### src/common/colourMemoryPkg.sv
// Shared geometry, game limits, colours and types for the ColourMemory core; referenced by scope.
package colourMemoryPkg;

    // ******************************
    // Screen geometry
    // ******************************

    localparam int unsigned screenWidth  = 240;
    localparam int unsigned screenHeight = 320;

    // Column and row address types.
    typedef logic [7:0] xAddrT;
    typedef logic [8:0] yAddrT;

    // ******************************
    // Game limits
    // ******************************

    // Longest sequence, and the sequence length at level 1.
    localparam int unsigned maxSeqLength     = 31;
    localparam int unsigned initialSeqLength = 3;

    // Cycles in each flash or gap phase, minus one.
    localparam int unsigned flashCycles = 16;

    typedef logic [4:0] seqLenT;
    typedef logic [6:0] scoreT;

    // ******************************
    // Colours and keys
    // ******************************

    // One-hot key colours: bit 0 green, 1 red, 2 blue, 3 yellow.
    typedef logic [3:0]  keyT;
    typedef logic [15:0] rgbT;

    // RGB565 values.
    localparam rgbT colourBlack    = 16'h0000;
    localparam rgbT colourGreen    = 16'h4DC4;
    localparam rgbT colourRed      = 16'hF920;
    localparam rgbT colourBlue     = 16'h24F7;
    localparam rgbT colourYellow   = 16'hFDA0;
    localparam rgbT colourIntro    = 16'hFFFF;
    localparam rgbT colourWin      = 16'h07FF;
    localparam rgbT colourGameOver = 16'hF81F;

    // Game-over banner region, exclusive of top and left edges.
    localparam int unsigned bannerTop    = 142;
    localparam int unsigned bannerBottom = 178;
    localparam int unsigned bannerLeft   = 23;
    localparam int unsigned bannerRight  = 218;

    // ******************************
    // Types
    // ******************************

    // What the composer should draw.
    typedef enum logic [2:0] {
        codeBlack, codeGreen, codeRed, codeBlue,
        codeYellow, codeIntro, codeWin, codeGameOver
    } screenCodeT;

    // Game controller states.
    typedef enum logic [2:0] {
        stIntro, stSeqGen, stMemorise, stPlay,
        stWin, stGameOver, stKeyHeld
    } gameStateT;

    // Pixel stream towards the display driver.
    typedef struct packed {
        xAddrT xAddr;
        yAddrT yAddr;
        rgbT   pixelData;
        logic  pixelWrite;
    } pixelStreamT;

endpackage

### src/hdl/rasterScanner.sv
// Raster address walk for the pixel stream; steps one pixel per cycle while the display is ready.
`timescale 1ns/1ps

module rasterScanner (
    input  logic                 clock,
    input  logic                 resetApp,
    input  logic                 pixelReady,
    output colourMemoryPkg::xAddrT xAddr,
    output colourMemoryPkg::yAddrT yAddr,
    output logic                 pixelWrite
);

    // End-of-line and end-of-frame flags.
    logic lastColumn;
    logic lastRow;

    assign lastColumn = (xAddr == colourMemoryPkg::xAddrT'(colourMemoryPkg::screenWidth - 1));
    assign lastRow    = (yAddr == colourMemoryPkg::yAddrT'(colourMemoryPkg::screenHeight - 1));

    // Column and row counters.
    // Hold while the display is busy.
    always_ff @(posedge clock or posedge resetApp) begin
        if (resetApp) begin
            xAddr <= '0;
            yAddr <= '0;
        end else if (pixelReady) begin
            if (lastColumn) begin
                xAddr <= '0;
                // Next row, or back to the top.
                if (lastRow) begin
                    yAddr <= '0;
                end else begin
                    yAddr <= yAddr + 1'b1;
                end
            end else begin
                xAddr <= xAddr + 1'b1;
            end
        end
    end

    // Write level.
    // Low in reset, then always writing.
    always_ff @(posedge clock or posedge resetApp) begin
        if (resetApp) begin
            pixelWrite <= 1'b0;
        end else begin
            pixelWrite <= 1'b1;
        end
    end

endmodule

### src/game/gameController.sv
// Game FSM for ColourMemory: key filter, sequence store, flash timing, scoring and screen codes.
`timescale 1ns/1ps

module gameController (
    input  logic                        clock,
    input  logic                        resetApp,
    input  colourMemoryPkg::keyT        nKey,
    output colourMemoryPkg::screenCodeT screenCode,
    output colourMemoryPkg::scoreT      score,
    output logic                        scoreVisible
);

    // ******************************
    // Key filter
    // ******************************

    colourMemoryPkg::keyT rawKey;
    colourMemoryPkg::keyT key;

    // Active high, then only patterns with one bit set survive.
    assign rawKey = ~nKey;
    assign key    = (rawKey != '0 && (rawKey & (rawKey - 1'b1)) == '0) ? rawKey : '0;

    // ******************************
    // Random sequence source
    // ******************************

    logic [31:0]          cycleCount;
    logic [31:0]          shiftedCount;
    colourMemoryPkg::keyT randomKey;

    colourMemoryPkg::gameStateT state;
    colourMemoryPkg::gameStateT returnState;
    colourMemoryPkg::seqLenT    seqLength;
    colourMemoryPkg::seqLenT    seqIndex;
    colourMemoryPkg::keyT       seqStore [colourMemoryPkg::maxSeqLength];

    // Flash phase timer and colour/gap toggle.
    logic [$clog2(colourMemoryPkg::flashCycles + 1) - 1:0] flashTimer;
    logic                                                    showColour;
    logic                                                    phaseDone;

    // Free-running count, timing of the player makes it random enough.
    always_ff @(posedge clock or posedge resetApp) begin
        if (resetApp) begin
            cycleCount <= '0;
        end else begin
            cycleCount <= cycleCount + 1'b1;
        end
    end

    // Two bits picked by the index, decoded one-hot.
    assign shiftedCount = cycleCount >> seqIndex;
    assign randomKey    = colourMemoryPkg::keyT'(4'b0001 << shiftedCount[1:0]);

    // Sequence store.
    // One entry written per cycle of sequence generation.
    always_ff @(posedge clock) begin
        if (state == colourMemoryPkg::stSeqGen) begin
            seqStore[seqIndex] <= randomKey;
        end
    end

    assign phaseDone = (flashTimer == ($bits(flashTimer))'(colourMemoryPkg::flashCycles));

    // Score shows only on the result screens.
    assign scoreVisible = (state == colourMemoryPkg::stWin) ||
                          (state == colourMemoryPkg::stGameOver);

    // Screen code for a one-hot key colour.
    function automatic colourMemoryPkg::screenCodeT keyToCode(input colourMemoryPkg::keyT k);
        case (k)
            4'b0001: keyToCode = colourMemoryPkg::codeGreen;
            4'b0010: keyToCode = colourMemoryPkg::codeRed;
            4'b0100: keyToCode = colourMemoryPkg::codeBlue;
            4'b1000: keyToCode = colourMemoryPkg::codeYellow;
            default: keyToCode = colourMemoryPkg::codeBlack;
        endcase
    endfunction

    // ******************************
    // Game state machine
    // ******************************

    always_ff @(posedge clock or posedge resetApp) begin
        if (resetApp) begin
            state       <= colourMemoryPkg::stIntro;
            returnState <= colourMemoryPkg::stIntro;
            seqLength   <= colourMemoryPkg::seqLenT'(colourMemoryPkg::initialSeqLength);
            seqIndex    <= '0;
            score       <= '0;
            flashTimer  <= '0;
            showColour  <= 1'b0;
            screenCode  <= colourMemoryPkg::codeIntro;
        end else begin
            case (state)
                // New game on any single key.
                colourMemoryPkg::stIntro: begin
                    seqLength  <= colourMemoryPkg::seqLenT'(colourMemoryPkg::initialSeqLength);
                    seqIndex   <= '0;
                    score      <= '0;
                    screenCode <= colourMemoryPkg::codeIntro;
                    if (key != '0) begin
                        returnState <= colourMemoryPkg::stSeqGen;
                        state       <= colourMemoryPkg::stKeyHeld;
                    end
                end

                // One entry per cycle, black screen meanwhile.
                colourMemoryPkg::stSeqGen: begin
                    screenCode <= colourMemoryPkg::codeBlack;
                    if (seqIndex + 1'b1 == seqLength) begin
                        seqIndex   <= '0;
                        flashTimer <= '0;
                        showColour <= 1'b0;
                        state      <= colourMemoryPkg::stMemorise;
                    end else begin
                        seqIndex <= seqIndex + 1'b1;
                    end
                end

                // Black gap, then the colour, for every entry.
                colourMemoryPkg::stMemorise: begin
                    if (!phaseDone) begin
                        flashTimer <= flashTimer + 1'b1;
                    end else begin
                        flashTimer <= '0;
                        showColour <= ~showColour;
                        if (!showColour) begin
                            screenCode <= keyToCode(seqStore[seqIndex]);
                        end else begin
                            screenCode <= colourMemoryPkg::codeBlack;
                            // Last colour done, hand over to the player.
                            if (seqIndex + 1'b1 == seqLength) begin
                                seqIndex <= '0;
                                state    <= colourMemoryPkg::stPlay;
                            end else begin
                                seqIndex <= seqIndex + 1'b1;
                            end
                        end
                    end
                end

                // Check each press, echo its colour.
                colourMemoryPkg::stPlay: begin
                    if (key != '0) begin
                        screenCode <= keyToCode(key);
                        state      <= colourMemoryPkg::stKeyHeld;
                        if (key == seqStore[seqIndex]) begin
                            score    <= score + 1'b1;
                            seqIndex <= seqIndex + 1'b1;
                            if (seqIndex + 1'b1 == seqLength) begin
                                returnState <= colourMemoryPkg::stWin;
                            end else begin
                                returnState <= colourMemoryPkg::stPlay;
                            end
                        end else begin
                            returnState <= colourMemoryPkg::stGameOver;
                        end
                    end
                end

                // Level complete; grow the length up to the limit.
                colourMemoryPkg::stWin: begin
                    screenCode <= colourMemoryPkg::codeWin;
                    if (key != '0) begin
                        if (seqLength != colourMemoryPkg::seqLenT'(colourMemoryPkg::maxSeqLength)) begin
                            seqLength <= seqLength + 1'b1;
                        end
                        seqIndex    <= '0;
                        returnState <= colourMemoryPkg::stSeqGen;
                        state       <= colourMemoryPkg::stKeyHeld;
                    end
                end

                // Banner until any key.
                colourMemoryPkg::stGameOver: begin
                    screenCode <= colourMemoryPkg::codeGameOver;
                    if (key != '0) begin
                        returnState <= colourMemoryPkg::stIntro;
                        state       <= colourMemoryPkg::stKeyHeld;
                    end
                end

                // Wait for release.
                colourMemoryPkg::stKeyHeld: begin
                    if (key == '0) begin
                        state <= returnState;
                    end
                end

                default: begin
                    state <= colourMemoryPkg::stIntro;
                end
            endcase
        end
    end

endmodule

### src/hdl/pixelComposer.sv
// Pixel colour generator; maps the screen code and raster address to a registered RGB565 word.
`timescale 1ns/1ps

module pixelComposer (
    input  logic                        clock,
    input  logic                        resetApp,
    input  colourMemoryPkg::screenCodeT screenCode,
    input  colourMemoryPkg::xAddrT      xAddr,
    input  colourMemoryPkg::yAddrT      yAddr,
    output colourMemoryPkg::rgbT        pixelData
);

    // Address falls in the game-over banner.
    logic inBanner;

    assign inBanner = (yAddr >  colourMemoryPkg::yAddrT'(colourMemoryPkg::bannerTop))    &&
                      (yAddr <= colourMemoryPkg::yAddrT'(colourMemoryPkg::bannerBottom)) &&
                      (xAddr >  colourMemoryPkg::xAddrT'(colourMemoryPkg::bannerLeft))   &&
                      (xAddr <= colourMemoryPkg::xAddrT'(colourMemoryPkg::bannerRight));

    // ******************************
    // Colour select
    // ******************************

    // One cycle from code and address to pixel.
    always_ff @(posedge clock or posedge resetApp) begin
        if (resetApp) begin
            pixelData <= colourMemoryPkg::colourBlack;
        end else begin
            case (screenCode)
                colourMemoryPkg::codeGreen:  pixelData <= colourMemoryPkg::colourGreen;
                colourMemoryPkg::codeRed:    pixelData <= colourMemoryPkg::colourRed;
                colourMemoryPkg::codeBlue:   pixelData <= colourMemoryPkg::colourBlue;
                colourMemoryPkg::codeYellow: pixelData <= colourMemoryPkg::colourYellow;
                colourMemoryPkg::codeIntro:  pixelData <= colourMemoryPkg::colourIntro;
                colourMemoryPkg::codeWin:    pixelData <= colourMemoryPkg::colourWin;
                // Solid banner on black.
                colourMemoryPkg::codeGameOver: begin
                    if (inBanner) begin
                        pixelData <= colourMemoryPkg::colourGameOver;
                    end else begin
                        pixelData <= colourMemoryPkg::colourBlack;
                    end
                end
                default: pixelData <= colourMemoryPkg::colourBlack;
            endcase
        end
    end

endmodule

### src/hdl/scoreDisplay.sv
// Score readout; drives two active-low decimal seven-segment digits, blank when hidden or over 99.
`timescale 1ns/1ps

module scoreDisplay (
    input  colourMemoryPkg::scoreT score,
    input  logic                   scoreVisible,
    output logic [6:0]             nSevenSeg0,
    output logic [6:0]             nSevenSeg1
);

    // Decimal digits of the score.
    colourMemoryPkg::scoreT tensValue;
    colourMemoryPkg::scoreT unitsValue;
    logic                   blank;

    assign tensValue  = score / 7'd10;
    assign unitsValue = score % 7'd10;
    assign blank      = !scoreVisible || (score > 7'd99);

    // Segments for one digit.
    // Bit order is g down to a, active high here.
    function automatic logic [6:0] segEncode(input logic [3:0] digit);
        case (digit)
            4'd0:    segEncode = 7'h3F;
            4'd1:    segEncode = 7'h06;
            4'd2:    segEncode = 7'h5B;
            4'd3:    segEncode = 7'h4F;
            4'd4:    segEncode = 7'h66;
            4'd5:    segEncode = 7'h6D;
            4'd6:    segEncode = 7'h7D;
            4'd7:    segEncode = 7'h07;
            4'd8:    segEncode = 7'h7F;
            4'd9:    segEncode = 7'h6F;
            default: segEncode = 7'h00;
        endcase
    endfunction

    // ******************************
    // Output drive
    // ******************************

    // Active-low pins, all ones is dark.
    always_comb begin
        if (blank) begin
            nSevenSeg0 = 7'h7F;
            nSevenSeg1 = 7'h7F;
        end else begin
            nSevenSeg0 = ~segEncode(unitsValue[3:0]);
            nSevenSeg1 = ~segEncode(tensValue[3:0]);
        end
    end

endmodule

### src/hdl/colourMemoryTop.sv
// ColourMemory top level; joins scanner, game, composer and score readout into the pixel stream.
`timescale 1ns/1ps

module colourMemoryTop (
    input  logic                         clock,
    input  logic                         resetApp,
    input  colourMemoryPkg::keyT         nKey,
    input  logic                         pixelReady,
    output colourMemoryPkg::pixelStreamT pixelStream,
    output logic [6:0]                   nSevenSeg0,
    output logic [6:0]                   nSevenSeg1
);

    // Scanner position and write level.
    colourMemoryPkg::xAddrT      xAddr;
    colourMemoryPkg::yAddrT      yAddr;
    logic                        pixelWrite;
    // Game outputs.
    colourMemoryPkg::screenCodeT screenCode;
    colourMemoryPkg::scoreT      score;
    logic                        scoreVisible;
    colourMemoryPkg::rgbT        pixelData;

    rasterScanner rasterScanner_inst (
        .clock     (clock),
        .resetApp  (resetApp),
        .pixelReady(pixelReady),
        .xAddr     (xAddr),
        .yAddr     (yAddr),
        .pixelWrite(pixelWrite)
    );

    gameController gameController_inst (
        .clock       (clock),
        .resetApp    (resetApp),
        .nKey        (nKey),
        .screenCode  (screenCode),
        .score       (score),
        .scoreVisible(scoreVisible)
    );

    pixelComposer pixelComposer_inst (
        .clock     (clock),
        .resetApp  (resetApp),
        .screenCode(screenCode),
        .xAddr     (xAddr),
        .yAddr     (yAddr),
        .pixelData (pixelData)
    );

    scoreDisplay scoreDisplay_inst (
        .score       (score),
        .scoreVisible(scoreVisible),
        .nSevenSeg0  (nSevenSeg0),
        .nSevenSeg1  (nSevenSeg1)
    );

    // Stream bundle to the display driver.
    assign pixelStream = '{xAddr: xAddr, yAddr: yAddr, pixelData: pixelData,
                           pixelWrite: pixelWrite};

endmodule

### config.mk
export PLATFORM = sky130hd
export DESIGN_NAME = colourMemoryTop
export DESIGN_NICKNAME = d
export VERILOG_FILES = /design/src/common/colourMemoryPkg.sv /design/src/hdl/rasterScanner.sv /design/src/game/gameController.sv /design/src/hdl/pixelComposer.sv /design/src/hdl/scoreDisplay.sv /design/src/hdl/colourMemoryTop.sv
export SDC_FILE = /design/constraint.sdc
export NUM_CORES = 1
export LEC_CHECK = 0
export ABC_CLOCK_PERIOD_IN_PS = 4700
export BUFFER_PORTS_ARGS = -buffer_cell sky130_fd_sc_hd__buf_2
export CAP_MARGIN = 20
export CORE_MARGIN = 4
export CORE_UTILIZATION = 25
export DETAILED_ROUTE_END_ITERATION = 16
export PLACE_DENSITY = 0.45
export RECOVER_POWER = 50
export REMOVE_ABC_BUFFERS = 1
export SYNTH_ARGS = -nofsm -noshare
export SYNTH_HDL_FRONTEND = slang
export SYNTH_SLANG_ARGS = --single-unit
### constraint.sdc
create_clock -name clock -period 4.7 [get_ports clock]
set_clock_uncertainty 0.1 [all_clocks]
set_input_delay 0.47 -clock clock [delete_from_list [all_inputs] [get_ports clock]]
set_output_delay 0.47 -clock clock [all_outputs]
set_load 0.02 [all_outputs]
* Word level (Yosys, flattened, before mapping) *
Memories as Yosys holds them, arrays and structs flattened.
Cells that the tools add are included.

word-level totals
  register bits = 98
  latch bits = 0
  bits in writable memories = 124
  ROM bits = 224
  bits of input ports = 7
  output and inout port bits = 48
  logic and storage cells = 155
  memories kept = 3

cells by class
  add/sub/neg operators = 8
  multiply operators = 0
  divide/modulo/power cells = 2
  magnitude comparators = 5
  eq/ne operators = 39
  shift-type cells = 2
  muxes and demuxes = 49
  bitwise gates (word level) = 5
  reduce and logical (&&, ||, !) cells = 29

memories
  name                          words  bits a word  rd ports  clocked after Yosys merged registers in  write ports  line                  text
  gameController_inst.seqStore  31     4            1         0                                        1            gameController.sv:36  colourMemoryPkg::keyT seqStore [colourMemoryPkg::maxSeqLength];
  (no name shown)               16     7            1         0                                        0            scoreDisplay.sv:23    case (digit)
  (no name shown)               16     7            1         0                                        0            scoreDisplay.sv:23

operators with widths
  kind                   number
  $pmux 16 s7            1
  $mux 5                 10
  $mux 3                 14
  $mux 7                 6
  $pmux 3 s4             3
  $add 32x1->32 const B  1
  $shr 32x5->2           1
  $pmux 5 s5             1
  $eq 3x3->1 const B     7
  $pmux 5 s2             2
  $pmux 3 s6             1
  $mux 16                1
  $ne 2x1->1 const B     8
  $add 5x1->5 const B    3
  $not 7->7              2
  $pmux 7 s2             1
  $eq 3x2->1 const B     4
  $reduce_and 3->1       4
  $reduce_and 6->1       2
  $add 9x1->9 const B    1
  $eq 9x9->1 const B     1
  $gt 9x8->1 const B     1
  $le 9x8->1 const B     1
  $mux 9                 1
  other kinds (42)       62

* Logic depth before layout (Yosys ltp) *
Gate-level depths: netlist of the first run.

  depth in word-level cells = 10
  gate-level depth with buffers = 15
  mapped depth without buffers = 13

* Hierarchy *
Synthesis of the first run repeated with hierarchy kept, for this count alone.

unflattened totals
  cell total of the unflattened synthesis = 1012
  area, all modules = 11537.3 µm²

by module, submodules not included
  module           times used  cells each  area each (µm²)  seq. area each (µm²)
  gameController   1           735         9088.7           5330.1
  scoreDisplay     1           136         994.7            0.0
  rasterScanner    1           89          938.4            450.4
  pixelComposer    1           51          508.0            275.3
  colourMemoryTop  1           1           7.5              0.0

* Worst setup path after synthesis of the first run *
No wires, ideal clock.

  path type = reg-to-output
  start point = register gameController_inst.score[3]
  end point = output port nSevenSeg0[3]
  arrival = 3.125 ns
  data required time = 4.130 ns
  setup slack = 1.005 ns
  cell stages (with the launch flop) = 12
  buffers on the path = 0
  cells stage by stage = dfrtp_1 > or2_2 > a31oi_1 > o221ai_1 > xor2_1 > ha_1 > o21a_1 > xnor2_1 > inv_1 > ha_1 > mux2i_1 > o21ai_0

between the ends
  longest elaborated chain between the ends = 5
  elaborated cells between the ends (all ways) = 7
  classes of those cells = div (1); order compare (1); mux (2); bitwise (1); reduce/logical (1); memory (1)

ends and longest elaborated chain
  element                 line                   text
  from (decl)             gameController.sv:9    output colourMemoryPkg::scoreT score,
  from (signal assigned)  gameController.sv:150  score <= score + 1'b1;
  $mod 7x4->7             scoreDisplay.sv:17     assign unitsValue = score % 7'd10;
  $mem_v2 16x7            --
  $mux 7                  scoreDisplay.sv:44     if (blank) begin
  $not 7->7               scoreDisplay.sv:48     nSevenSeg0 = ~segEncode(unitsValue[3:0]);
  $mux 7 (*)              scoreDisplay.sv:44
  to (decl)               colourMemoryTop.sv:10  output logic [6:0] nSevenSeg0,

Every way passes the cells marked *; elsewhere a longest branch is shown, timed or not. The select of a mux whose other input is x is not followed.

* Final worst setup path of the first run *
Same ends and word-level chain as after synthesis.

==> results.json, run 1 <==
{
  "fin_crit_sh_pct": 91.9,
  "drive_gt1_share_pct": 11.3,
  "rsz0062_at_grt": "no",
  "synth_edf_count": 124,
  "netlist_instances": 989,
  "gr-total-overflow": 0,
  "cp_max_fo": 16,
  "crit_chain": "or2_2 > a31oi_1 > o221ai_2 > xor2_1 > ha_1 > o21a_1 > xnor2_2 > inv_1 > ha_1 > mux2i_1 > o21ai_0 > buf_2",
  "critPathLaunchType": "flip-flop",
  "leakage_nw": 4.39,
  "cts_made_buffers": 26,
  "wl_per_cell_um": 16.6,
  "ys_async_sr_fraction_pct": 42.9,
  "antenna_cells": 0,
  "seq_area_frac_synth_pct": 53.9,
  "crit_slowest_cell": "dfrtp_1",
  "reg2reg_from": "gameController_inst.seqIndex[2]",
  "power_density_nw_per_um2": 339,
  "vias": 7716,
  "synth-seq-cells": 217,
  "routed_wl_um": 27500,
  "clkSlewWorstSetupHoldPaths_ns": 0.06,
  "min_path_type": "in2reg",
  "fillerInstances": 4586,
  "fp.dieH_um": 220,
  "rows": 77,
  "rrSetupSlack_ns": 0.89,
  "final_cells": 1655,
  "synth_area_per_cell_um2": 11.4,
  "core-area_um2": 44300,
  "cts.sinks": 217,
  "critical_path.startpoint": "gameController_inst.score[3]",
  "yosysWarnings": 0,
  "cp_data_arrival_time_ns": 3.75,
  "firstDrtPassIters": 5,
  "tightest_slew_ns": 2.80,
  "dpl_cell_area_um2": 12200,
  "cts_buffer_depth": 3,
  "gp_congestion": 0.770,
  "vias_per_cell": 4.66,
  "dpl.hpwl_um": 18600,
  "grt_usage_pct": 11.1,
  "drcViolationCount": 0,
  "syn_area_um2": 11200,
  "critPathRequiredTime_ns": 4.13,
  "die-area_um2": 48400,
  "ys_types": 77,
  "htree_levels": 1,
  "io_pins": 55,
  "hold_viol": 0,
  "fin_crit_ns": 4.32,
  "final_area_um2": 13100,
  "vdd_drop_max_v": 0.000234,
  "nNetsFinal": 1077,
  "drt_first_iter_violations": 696,
  "cap_viol_max_count": 2,
  "slew_headroom_pct": -88.0,
  "grt_antenna_before_repair": 0,
  "crit_path_max_incr_delay_ns": 0.55,
  "failed_checks": "capacitance limit, slew limit",
  "cts_tree": "built",
  "die_x_um": 220,
  "cts_setup_buffers": 0,
  "grt_pass1_wl_um": 43200,
  "outcome": "finished with violations",
  "fmax_ghz": 0.232,
  "cp_common_cell": "ha_1",
  "final_util_pct": 29.5,
  "holdCritStartpoint": "pixelReady",
  "start_util_pct": 25.4,
  "critPathBufInv": 2,
  "synth_flop_cell": "edfxtp_1",
  "maxSlewViolCount": 96,
  "path_class": "reg2out",
  "grt_start_max_net_pins": 60,
  "ant_nets": 0,
  "finalSetupViolCount": 0,
  "place.detailed.instances": 1607,
  "crit_family": "compound AO/OA/AOI/OAI gates",
  "grt_pass1_vias": 7572,
  "end_kind": "output pin",
  "insertion_delay_ns": 0.53,
  "syn2layout_area_growth_pct": 16.2,
  "cts-root-buf": "clkbuf_16",
  "portBuffers": 54
}
-- power breakdown --
part           internal (mW)  switching, mW  total, mW
clock                   1.37          0.809       2.18
sequential              2.03         0.0475       2.08
combinational         0.0545          0.115      0.169
total                   3.46          0.972       4.43
-- cell usage in the layout, fill, tap and decap left out, drive strengths merged, types with 5 or more instances in the layout --
master,netlist,routed
nor2,101,101
buf,22,37
xnor2,41,41
clkbuf,26,67
nand2,79,79
o22ai,30,30
mux4,13,13
inv,32,31
clkinv,2,11
dfrtp,89,89
a31oi,9,9
or4,5,5
ha,27,27
edfxtp,124,124
xor2,17,17
and3,13,13
o221ai,6,6
a21oi,28,28
or3,5,5
nand3,41,41
nor3,9,9
or2,5,5
nor2b,12,12
bufinv,0,6
nand2b,9,9
nand4bb,6,6
and2,6,6
nand4b,6,6
a211oi,8,8
o21ai,58,58
nand4,17,17
mux2i,79,79
-- stage by stage --
stage	worst slack, ns	total power [mW]	setup TNS, ns	hold WS (ns)
floorplan	-0.392	2.22	-40.53	0.345
detailed placement	0.703	2.29	0	0.378
CTS	0.116	4.50	0	0.0108
global route	0.105	4.61	0	0.134
finish	0.380	4.43	0	0.120
global placement	0.787	2.29	0	0.367
-- final timing paths --
check,end,cells past startpoint
worst max register to register,gameController_inst.score[6],9
worst min-delay path,rasterScanner_inst.xAddr[1],2
worst min register to register,gameController_inst.cycleCount[31],1
worst max-delay path,nSevenSeg0[3],12
min in group asynchronous,pixelComposer_inst.pixelData[12],2
max in group asynchronous,rasterScanner_inst.xAddr[4],3
-- cells by family (layout without fill, tap and decap cells) --
kind of cell	count (synthesis)	count (layout)	synth area share [%]
AO/OA/AOI/OAI	179	179	10.5
XOR/XNOR	58	58	4.59
adder cells (fa/ha/maj)	28	28	3.09
buffers and inverters	82	156	3.46
flip-flops	217	217	53.9
multiplexers	92	92	9.64
other	1	1	0.0334
AND/OR/NAND/NOR	332	332	14.9
-- synth_stat cells (4+ instances only) --
| cell type | number | share of area (%) |
|---|---|---|
| buf_4 | 8 | 0.53 |
| xor2_1 | 16 | 1.2 |
| clkbuf_1 | 26 | 0.87 |
| mux2i_1 | 79 | 7.0 |
| nand4_1 | 17 | 0.95 |
| inv_1 | 32 | 1.1 |
| nand2b_1 | 9 | 0.50 |
| o22ai_1 | 30 | 1.7 |
| a211oi_1 | 8 | 0.53 |
| nor4_1 | 4 | 0.22 |
| dfstp_2 | 4 | 0.93 |
| or4_1 | 4 | 0.27 |
| buf_2 | 5 | 0.22 |
| nand4b_1 | 6 | 0.47 |
| xnor2_1 | 41 | 3.2 |
| or2_2 | 4 | 0.22 |
| nor2b_1 | 12 | 0.67 |
| a31oi_1 | 9 | 0.50 |
| mux4_2 | 13 | 2.6 |
| and3_1 | 13 | 0.72 |
| o21ai_0 | 57 | 2.5 |
| edfxtp_1 | 124 | 33 |
| or3_1 | 5 | 0.28 |
| nor3_1 | 9 | 0.40 |
| dfrtp_1 | 89 | 20 |
| nand3_1 | 41 | 1.8 |
| o221ai_1 | 6 | 0.47 |
| a21oi_1 | 25 | 1.1 |
| and2_1 | 6 | 0.33 |
| o211ai_1 | 4 | 0.27 |
| ha_1 | 27 | 3.0 |
| buf_6 | 6 | 0.60 |
| nand2_1 | 79 | 2.6 |
| nor2_1 | 100 | 3.3 |
| nand4bb_1 | 6 | 0.60 |
-- repair_timing --
| action | in CTS | in global routing |
|---|---|---|
| setup endpoints to repair | 0 | 6 |
| hold buffers | 0 | 0 |
| gates resized for setup | 0 | 2 |
-- worst register-to-register path, cell delays in order (launching register included) --
cell,delay [ns]
dfrtp_1,0.87
or4_1,0.30
o22ai_1,0.12
nor4_1,0.78
nand3_1,0.31
a21oi_1,0.28
o2111ai_2,0.22
and2_1,0.26
o41ai_1,0.35
a21oi_1,0.11
-- layer usage --
| layer | share of wire (%) | vias to the layer above | GRT usage (%) |
|---|---|---|---|
| met1 | 48 | 3762 | 15.6 |
| li1 | - | 3772 | - |
| met5 | 0 | - | 0 |
| met4 | 2.2 | 0 | 2.83 |
| met2 | 46 | 143 | 18.0 |
| met3 | 3.9 | 39 | 1.79 |
-- flip-flops by register name (all words and copies together) (netlist names), 5 cells and up --
| register | cells |
|---|---|
| gameController_inst.cycleCount | 32 |
| gameController_inst.flashTimer | 5 |
| gameController_inst.score | 7 |
| gameController_inst.seqIndex | 5 |
| gameController_inst.seqLength | 5 |
| gameController_inst.seqStore | 124 |
| pixelComposer_inst.pixelData | 11 |
| rasterScanner_inst.xAddr | 8 |
| rasterScanner_inst.yAddr | 9 |
-- area by class of cell --
class | instances | area [µm²] | share of cell area, %
Multi-Input combinational cell | 690 | 4820 | 36.9
Sequential cell | 217 | 6060 | 46.4
Clock buffer | 30 | 687 | 5.26
Clock inverter | 18 | 248 | 1.90
Tap cell | 592 | 741 | 5.67
Inverter | 34 | 129 | 0.987
Timing Repair Buffer | 74 | 379 | 2.90
(Power assumes the default switching activity.)
==> run 2, diff against run 1 <==
- CTS_CLUSTER_SIZE: default -> 40
- PLACE_DENSITY: 0.45 -> default
- PLACE_DENSITY_LB_ADDON: default -> 0.25
==> run 2 against run 1 <==
  * The run still ends with capacitance limit, slew limit left
  * Critical path depth unchanged
  * Die area unchanged
  * Utilization decreased by 0.087 points
  * Sequential power about the same
  * Flip-flop and latch count unchanged
  * Final area decreased by 0.30%
  * Via count increased by 0.78%
  * Count of clock-buffer cells in the layout unchanged
==> results.json, run 2 (same netlist as run 1, synthesis figures left out) <==
{
  "outcome": "finished with violations",
  "failed_checks": "capacitance limit, slew limit",
  "cts_setup_buffers": 0,
  "setup_tns_ns": 0,
  "gr-total-overflow": 0,
  "cts_made_buffers": 26,
  "intPower_mw": 3.32,
  "fin_crit_sh_pct": 92.6,
  "rsz0062_at_grt": "no",
  "ant_nets": 0,
  "syn2layout_area_growth_pct": 15.9,
  "htree_levels": 1,
  "io_pins": 55,
  "grt_antenna_before_repair": 0,
  "p_comb_share_pct": 3.9,
  "grt_pass1_wl_um": 43400,
  "vias_per_cell": 4.69,
  "core-area_um2": 44300,
  "final_common_cell": "edfxtp_1",
  "largest_reg_flops": 124,
  "gp_congestion": 0.767,
  "dp_slack_ns": 0.681,
  "setup_ws_ns": 0.347,
  "fillerInstances": 4586,
  "vdd_drop_max_v": 0.000300,
  "clkSlewWorstSetupHoldPaths_ns": 0.06,
  "end_kind": "output pin",
  "fin_crit_ns": 4.35,
  "holdCritStartpoint": "pixelReady",
  "critPathLaunchType": "flip-flop",
  "slew_headroom_pct": -77.9,
  "die_x_um": 220,
  "largestRegisters": "gameController_inst.seqStore x124, gameController_inst.cycleCount x32, pixelComposer_inst.pixelData x11",
  "routed_wl_um": 27700,
  "cts.sinks": 217,
  "firstDrtPassIters": 4,
  "dpl.hpwl_um": 18600,
  "power_density_nw_per_um2": 331,
  "grt_usage_pct": 11.1,
  "path_class": "reg2out",
  "insertion_delay_ns": 0.54,
  "fmax_ghz": 0.230,
  "portBuffers": 54,
  "nNetsFinal": 1079,
  "drcViolationCount": 0,
  "cts_tree": "built",
  "top_register": "gameController_inst.seqStore",
  "tightest_slew_ns": 2.65,
  "cap_viol_max_count": 1,
  "power.switching_mw": 0.988,
  "grt_start_max_net_pins": 55,
  "power_mw": 4.31,
  "antenna_cells": 0,
  "start_util_pct": 25.4,
  "hold_ws_ns": 0.131,
  "cp_max_fo": 16,
  "grt_pass1_vias": 7612,
  "critPathRequiredTime_ns": 4.13,
  "clockPowerShare_pct": 47.9,
  "wl_per_cell_um": 16.7,
  "drt_first_iter_violations": 487,
  "seq_power_share_pct": 48.2,
  "die-area_um2": 48400,
  "cp_data_arrival_time_ns": 3.78,
  "min_path_type": "in2reg",
  "drive_gt1_share_pct": 11.3,
  "final_cell_mix": "edfxtp_1 (124), nor2_1 (96), dfrtp_1 (88)",
  "fp.dieH_um": 220,
  "cts-root-buf": "clkbuf_16",
  "maxSlewViolCount": 55,
  "swShare_pct": 22.9,
  "vias": 7776,
  "cts_buffer_depth": 3,
  "finalSetupViolCount": 0,
  "leakage_nw": 4.38,
  "rows": 77,
  "hold_viol": 0,
  "critical_path.startpoint": "gameController_inst.score[3]",
  "reg2reg_from": "gameController_inst.seqIndex[0]"
}
## run 2: power groups by stage
stage,Combinational (mW),Clock (mW),Sequential (mW)
2_1_floorplan,0.0843,0,2.14
3_3_place_gp,0.179,0,2.11
3_5_place_dp,0.181,0,2.11
4_1_cts,0.183,2.14,2.08
5_1_grt,0.194,2.21,2.08
6_report,0.170,2.07,2.08
## run 2: cell type report
| type | instances | area, µm² | share of cell area [%] |
|---|---|---|---|
| Multi-Input combinational cell | 690 | 4820 | 37.0 |
| Inverter | 34 | 129 | 0.990 |
| Clock buffer | 30 | 666 | 5.11 |
| Clock inverter | 18 | 211 | 1.62 |
| Tap cell | 592 | 741 | 5.69 |
| Timing Repair Buffer | 76 | 398 | 3.06 |
| Sequential cell | 217 | 6060 | 46.5 |
## run 2: path summary, 6_finish.rpt
kind	slack [ns]	end	depth (start not counted)
max in group asynchronous	1.47	rasterScanner_inst.yAddr[1]	4
min reg2reg	0.39	gameController_inst.cycleCount[31]	1
max reg2reg	0.98	gameController_inst.score[6]	11
max	0.35	nSevenSeg0[3]	12
min in group asynchronous	1.12	pixelComposer_inst.pixelData[8]	3
min	0.13	rasterScanner_inst.xAddr[1]	2
## run 2: worst max-delay path, cell delays in order, from the launching register on
cell and delay (ns):
dfrtp_1 0.55, or2_2 0.38, a31oi_1 0.22, o221ai_2 0.21, xor2_1 0.21, ha_1 0.27
o21a_1 0.30, xnor2_2 0.28, inv_1 0.11, ha_1 0.30, mux2i_1 0.06, o21ai_0 0.16
buf_2 0.19
## run 2: timing repair
item,in CTS,in global routing
gates resized for setup,0,2
hold buffers,1,0
endpoints found under the setup margin,0,6
endpoints found under the hold margin,40,0
## run 2: layer usage
metal | global-route usage, % | wire length, µm | vias to the layer above
li1 | - | - | 3766
met1 | 16.0 | 13600 | 3842
met2 | 17.6 | 12400 | 133
met3 | 1.78 | 1050 | 35
met4 | 2.51 | 533 | 0
met5 | 0 | 0 | -
## run 2: stage by stage
step	util, %	std cells	area [µm²]
final	29.4	1657	13000
after CTS	29.5	1657	13100
after global routing	29.4	1657	13000
after detailed placement	27.5	1608	12200
after floorplan	-	941	11000
after global placement	27.5	1608	12200
==> run 3, diff against run 2 <==
--- a/config.mk
+++ b/config.mk
@@ -8,9 +8,10 @@
 export ABC_CLOCK_PERIOD_IN_PS = 4700
 export BUFFER_PORTS_ARGS = -buffer_cell sky130_fd_sc_hd__buf_2
-export CAP_MARGIN = 20
+export CAP_MARGIN = 25
 export CORE_MARGIN = 4
 export CORE_UTILIZATION = 25
 export CTS_CLUSTER_SIZE = 40
 export DETAILED_ROUTE_END_ITERATION = 16
+export GPL_TIMING_DRIVEN = 0
 export PLACE_DENSITY_LB_ADDON = 0.25
 export RECOVER_POWER = 50
--- a/constraint.sdc
+++ b/constraint.sdc
@@ -3,3 +3,3 @@
 set_input_delay 0.47 -clock clock [delete_from_list [all_inputs] [get_ports clock]]
 set_output_delay 0.47 -clock clock [all_outputs]
-set_load 0.02 [all_outputs]
+set_load 0.1 [all_outputs]
==> run 3 against run 2 <==
  * The flow still finishes with violations (capacitance limit, slew limit)
  * Global-route usage fell by 0.15 points
  * Maximum frequency fell by 1.5%
  * Wire length fell by 3.0%
  * Flip-flop and latch count did not move
  * Cell count fell by 0.78%
  * Hold slack improved by 0.0013 ns
  * Die area did not move
  * Worst setup slack got worse by 0.066 ns
  * Largest cell class unchanged
==> results.json, run 3 (same netlist as run 1, synthesis figures left out) <==
{
  "leakage_nw": 4.32,
  "drt_first_iter_violations": 573,
  "grt_usage_pct": 11.0,
  "cts_tree": "built",
  "gp_congestion": 0.771,
  "fin_crit_sh_pct": 94.0,
  "drive_gt1_share_pct": 10.5,
  "rows": 77,
  "vdd_drop_max_v": 0.000446,
  "final_common_cell": "edfxtp_1",
  "portBuffers": 54,
  "power_density_nw_per_um2": 329,
  "critPathLaunchType": "flip-flop",
  "wl_met1_um": 12900,
  "dr_wl_met3_um": 1110,
  "path_class": "reg2out",
  "gr-total-overflow": 0,
  "top_layer": "met4",
  "vias": 7741,
  "failed_checks": "capacitance limit, slew limit",
  "min_path_type": "in2reg",
  "grt_antenna_before_repair": 0,
  "multi_input_area_um2": 4820,
  "clkSlewWorstSetupHoldPaths_ns": 0.06,
  "holdCritStartpoint": "pixelReady",
  "cts-root-buf": "clkbuf_16",
  "fmax_ghz": 0.226,
  "io_pins": 55,
  "outcome": "finished with violations",
  "top_register": "gameController_inst.seqStore",
  "wl_met2_um": 12300,
  "seq_area_um2": 6060,
  "setup_tns_ns": 0,
  "firstDrtPassIters": 5,
  "cap_viol_max_count": 1,
  "grt_pass1_vias": 7725,
  "critPathRequiredTime_ns": 4.13,
  "ant_nets": 0,
  "reg2reg_from": "gameController_inst.seqIndex[0]",
  "htree_levels": 1,
  "largest_reg_flops": 124,
  "cts_buffer_depth": 3,
  "vias_per_cell": 4.71,
  "final_cell_mix": "edfxtp_1 (124), nor2_1 (96), dfrtp_1 (85)",
  "largestRegisters": "gameController_inst.seqStore x124, gameController_inst.cycleCount x32, pixelComposer_inst.pixelData x11",
  "die-area_um2": 48400,
  "fillerInstances": 4572,
  "drcViolationCount": 0,
  "die_x_um": 220,
  "slew_headroom_pct": -7.74,
  "core-area_um2": 44300,
  "hold_viol": 0,
  "cp_data_arrival_time_ns": 3.85,
  "finalSetupViolCount": 0,
  "maxSlewViolCount": 66,
  "place.detailed.instances": 1595,
  "cts_made_buffers": 26,
  "grt_start_max_net_pins": 66,
  "end_kind": "output pin",
  "start_util_pct": 25.4,
  "fp.dieH_um": 220,
  "grt_pass1_wl_um": 43200,
  "antenna_cells": 0,
  "syn2layout_area_growth_pct": 15.1,
  "nNetsFinal": 1069,
  "critical_path.startpoint": "gameController_inst.score[3]",
  "fin_crit_ns": 4.42,
  "cts.sinks": 217,
  "dpl.hpwl_um": 18500,
  "final_cells": 1644,
  "cp_max_fo": 16,
  "tightest_slew_ns": 1.62,
  "wl_per_cell_um": 16.3,
  "routed_wl_um": 26800,
  "insertion_delay_ns": 0.52
}
[run 3: cell count changes in the layout (fill, tap and decap cells not counted), sizes merged]
cell,change
bufinv,-4
clkbuf,+6
clkinvlp,-1
inv,-1
buf,-9
clkinv,-4
[run 3: final timing paths]
path / to / slack [ns] / depth (start not counted)
worst max-delay path: nSevenSeg0[5] / 0.28 / 12
worst min-delay path: rasterScanner_inst.xAddr[1] / 0.13 / 2
worst max register to register: gameController_inst.score[6] / 0.51 / 10
worst min register to register: gameController_inst.cycleCount[31] / 0.39 / 1
max in group asynchronous: gameController_inst.seqIndex[0] / 1.48 / 4
min in group asynchronous: pixelComposer_inst.pixelData[13] / 0.69 / 3
[run 3: final cells by class]
type	instances	area share (%)
clock buffers	37	5.74
clock inverters	8	0.319
inverters	34	0.996
multi-input cells	690	37.2
flip-flops and latches	217	46.8
well taps	592	5.72
repair buffers	66	3.13
[run 3: metrics by stage]
stage          hold WS [ns]  worst slack [ns]  utilization [%]  power (mW)  area [µm²]
2_1_floorplan         0.345            -0.734                -        2.39       11000
3_3_place_gp          0.382             -2.60             27.1        2.47       12000
3_5_place_dp          0.372             0.346             27.4        2.47       12200
4_1_cts               0.109            0.0161             29.3        4.34       13000
5_1_grt               0.125          -0.00954             29.2        4.42       12900
6_report              0.132             0.281             29.2        4.26       12900
[run 3: worst max-delay path: stages (launching register included)]
cell and delay, ns:
dfrtp_2 0.51, or2_2 0.34, a31oi_1 0.22, o221ai_2 0.21
xor2_1 0.21, ha_1 0.27, o21a_1 0.31, xnor2_2 0.31
inv_1 0.10, ha_1 0.18, o21ai_0 0.23, o21ai_0 0.12
buf_2 0.31
[run 3: where the power goes]
part | total, mW | switching, mW | internal [mW]
logic | 0.344 | 0.290 | 0.0543
registers | 2.08 | 0.0498 | 2.03
clock network | 1.84 | 0.746 | 1.09
total | 4.26 | 1.09 | 3.17
[run 3: what timing repair did]
item	4_1_cts	5_1_grt
pin swaps	0	1
hold endpoints to repair	26	0
gates cloned	0	0
setup buffers	0	1
endpoints found under the setup margin	6	9
hold buffers	1	0
gates resized for setup	4	4
[run 3: metal layers]
metal  track usage [%]  up-vias
met1              15.3     3830
met4              2.39        0
li1                  -     3734
met3              1.85       38
met2              17.9      139
met5                 0        -
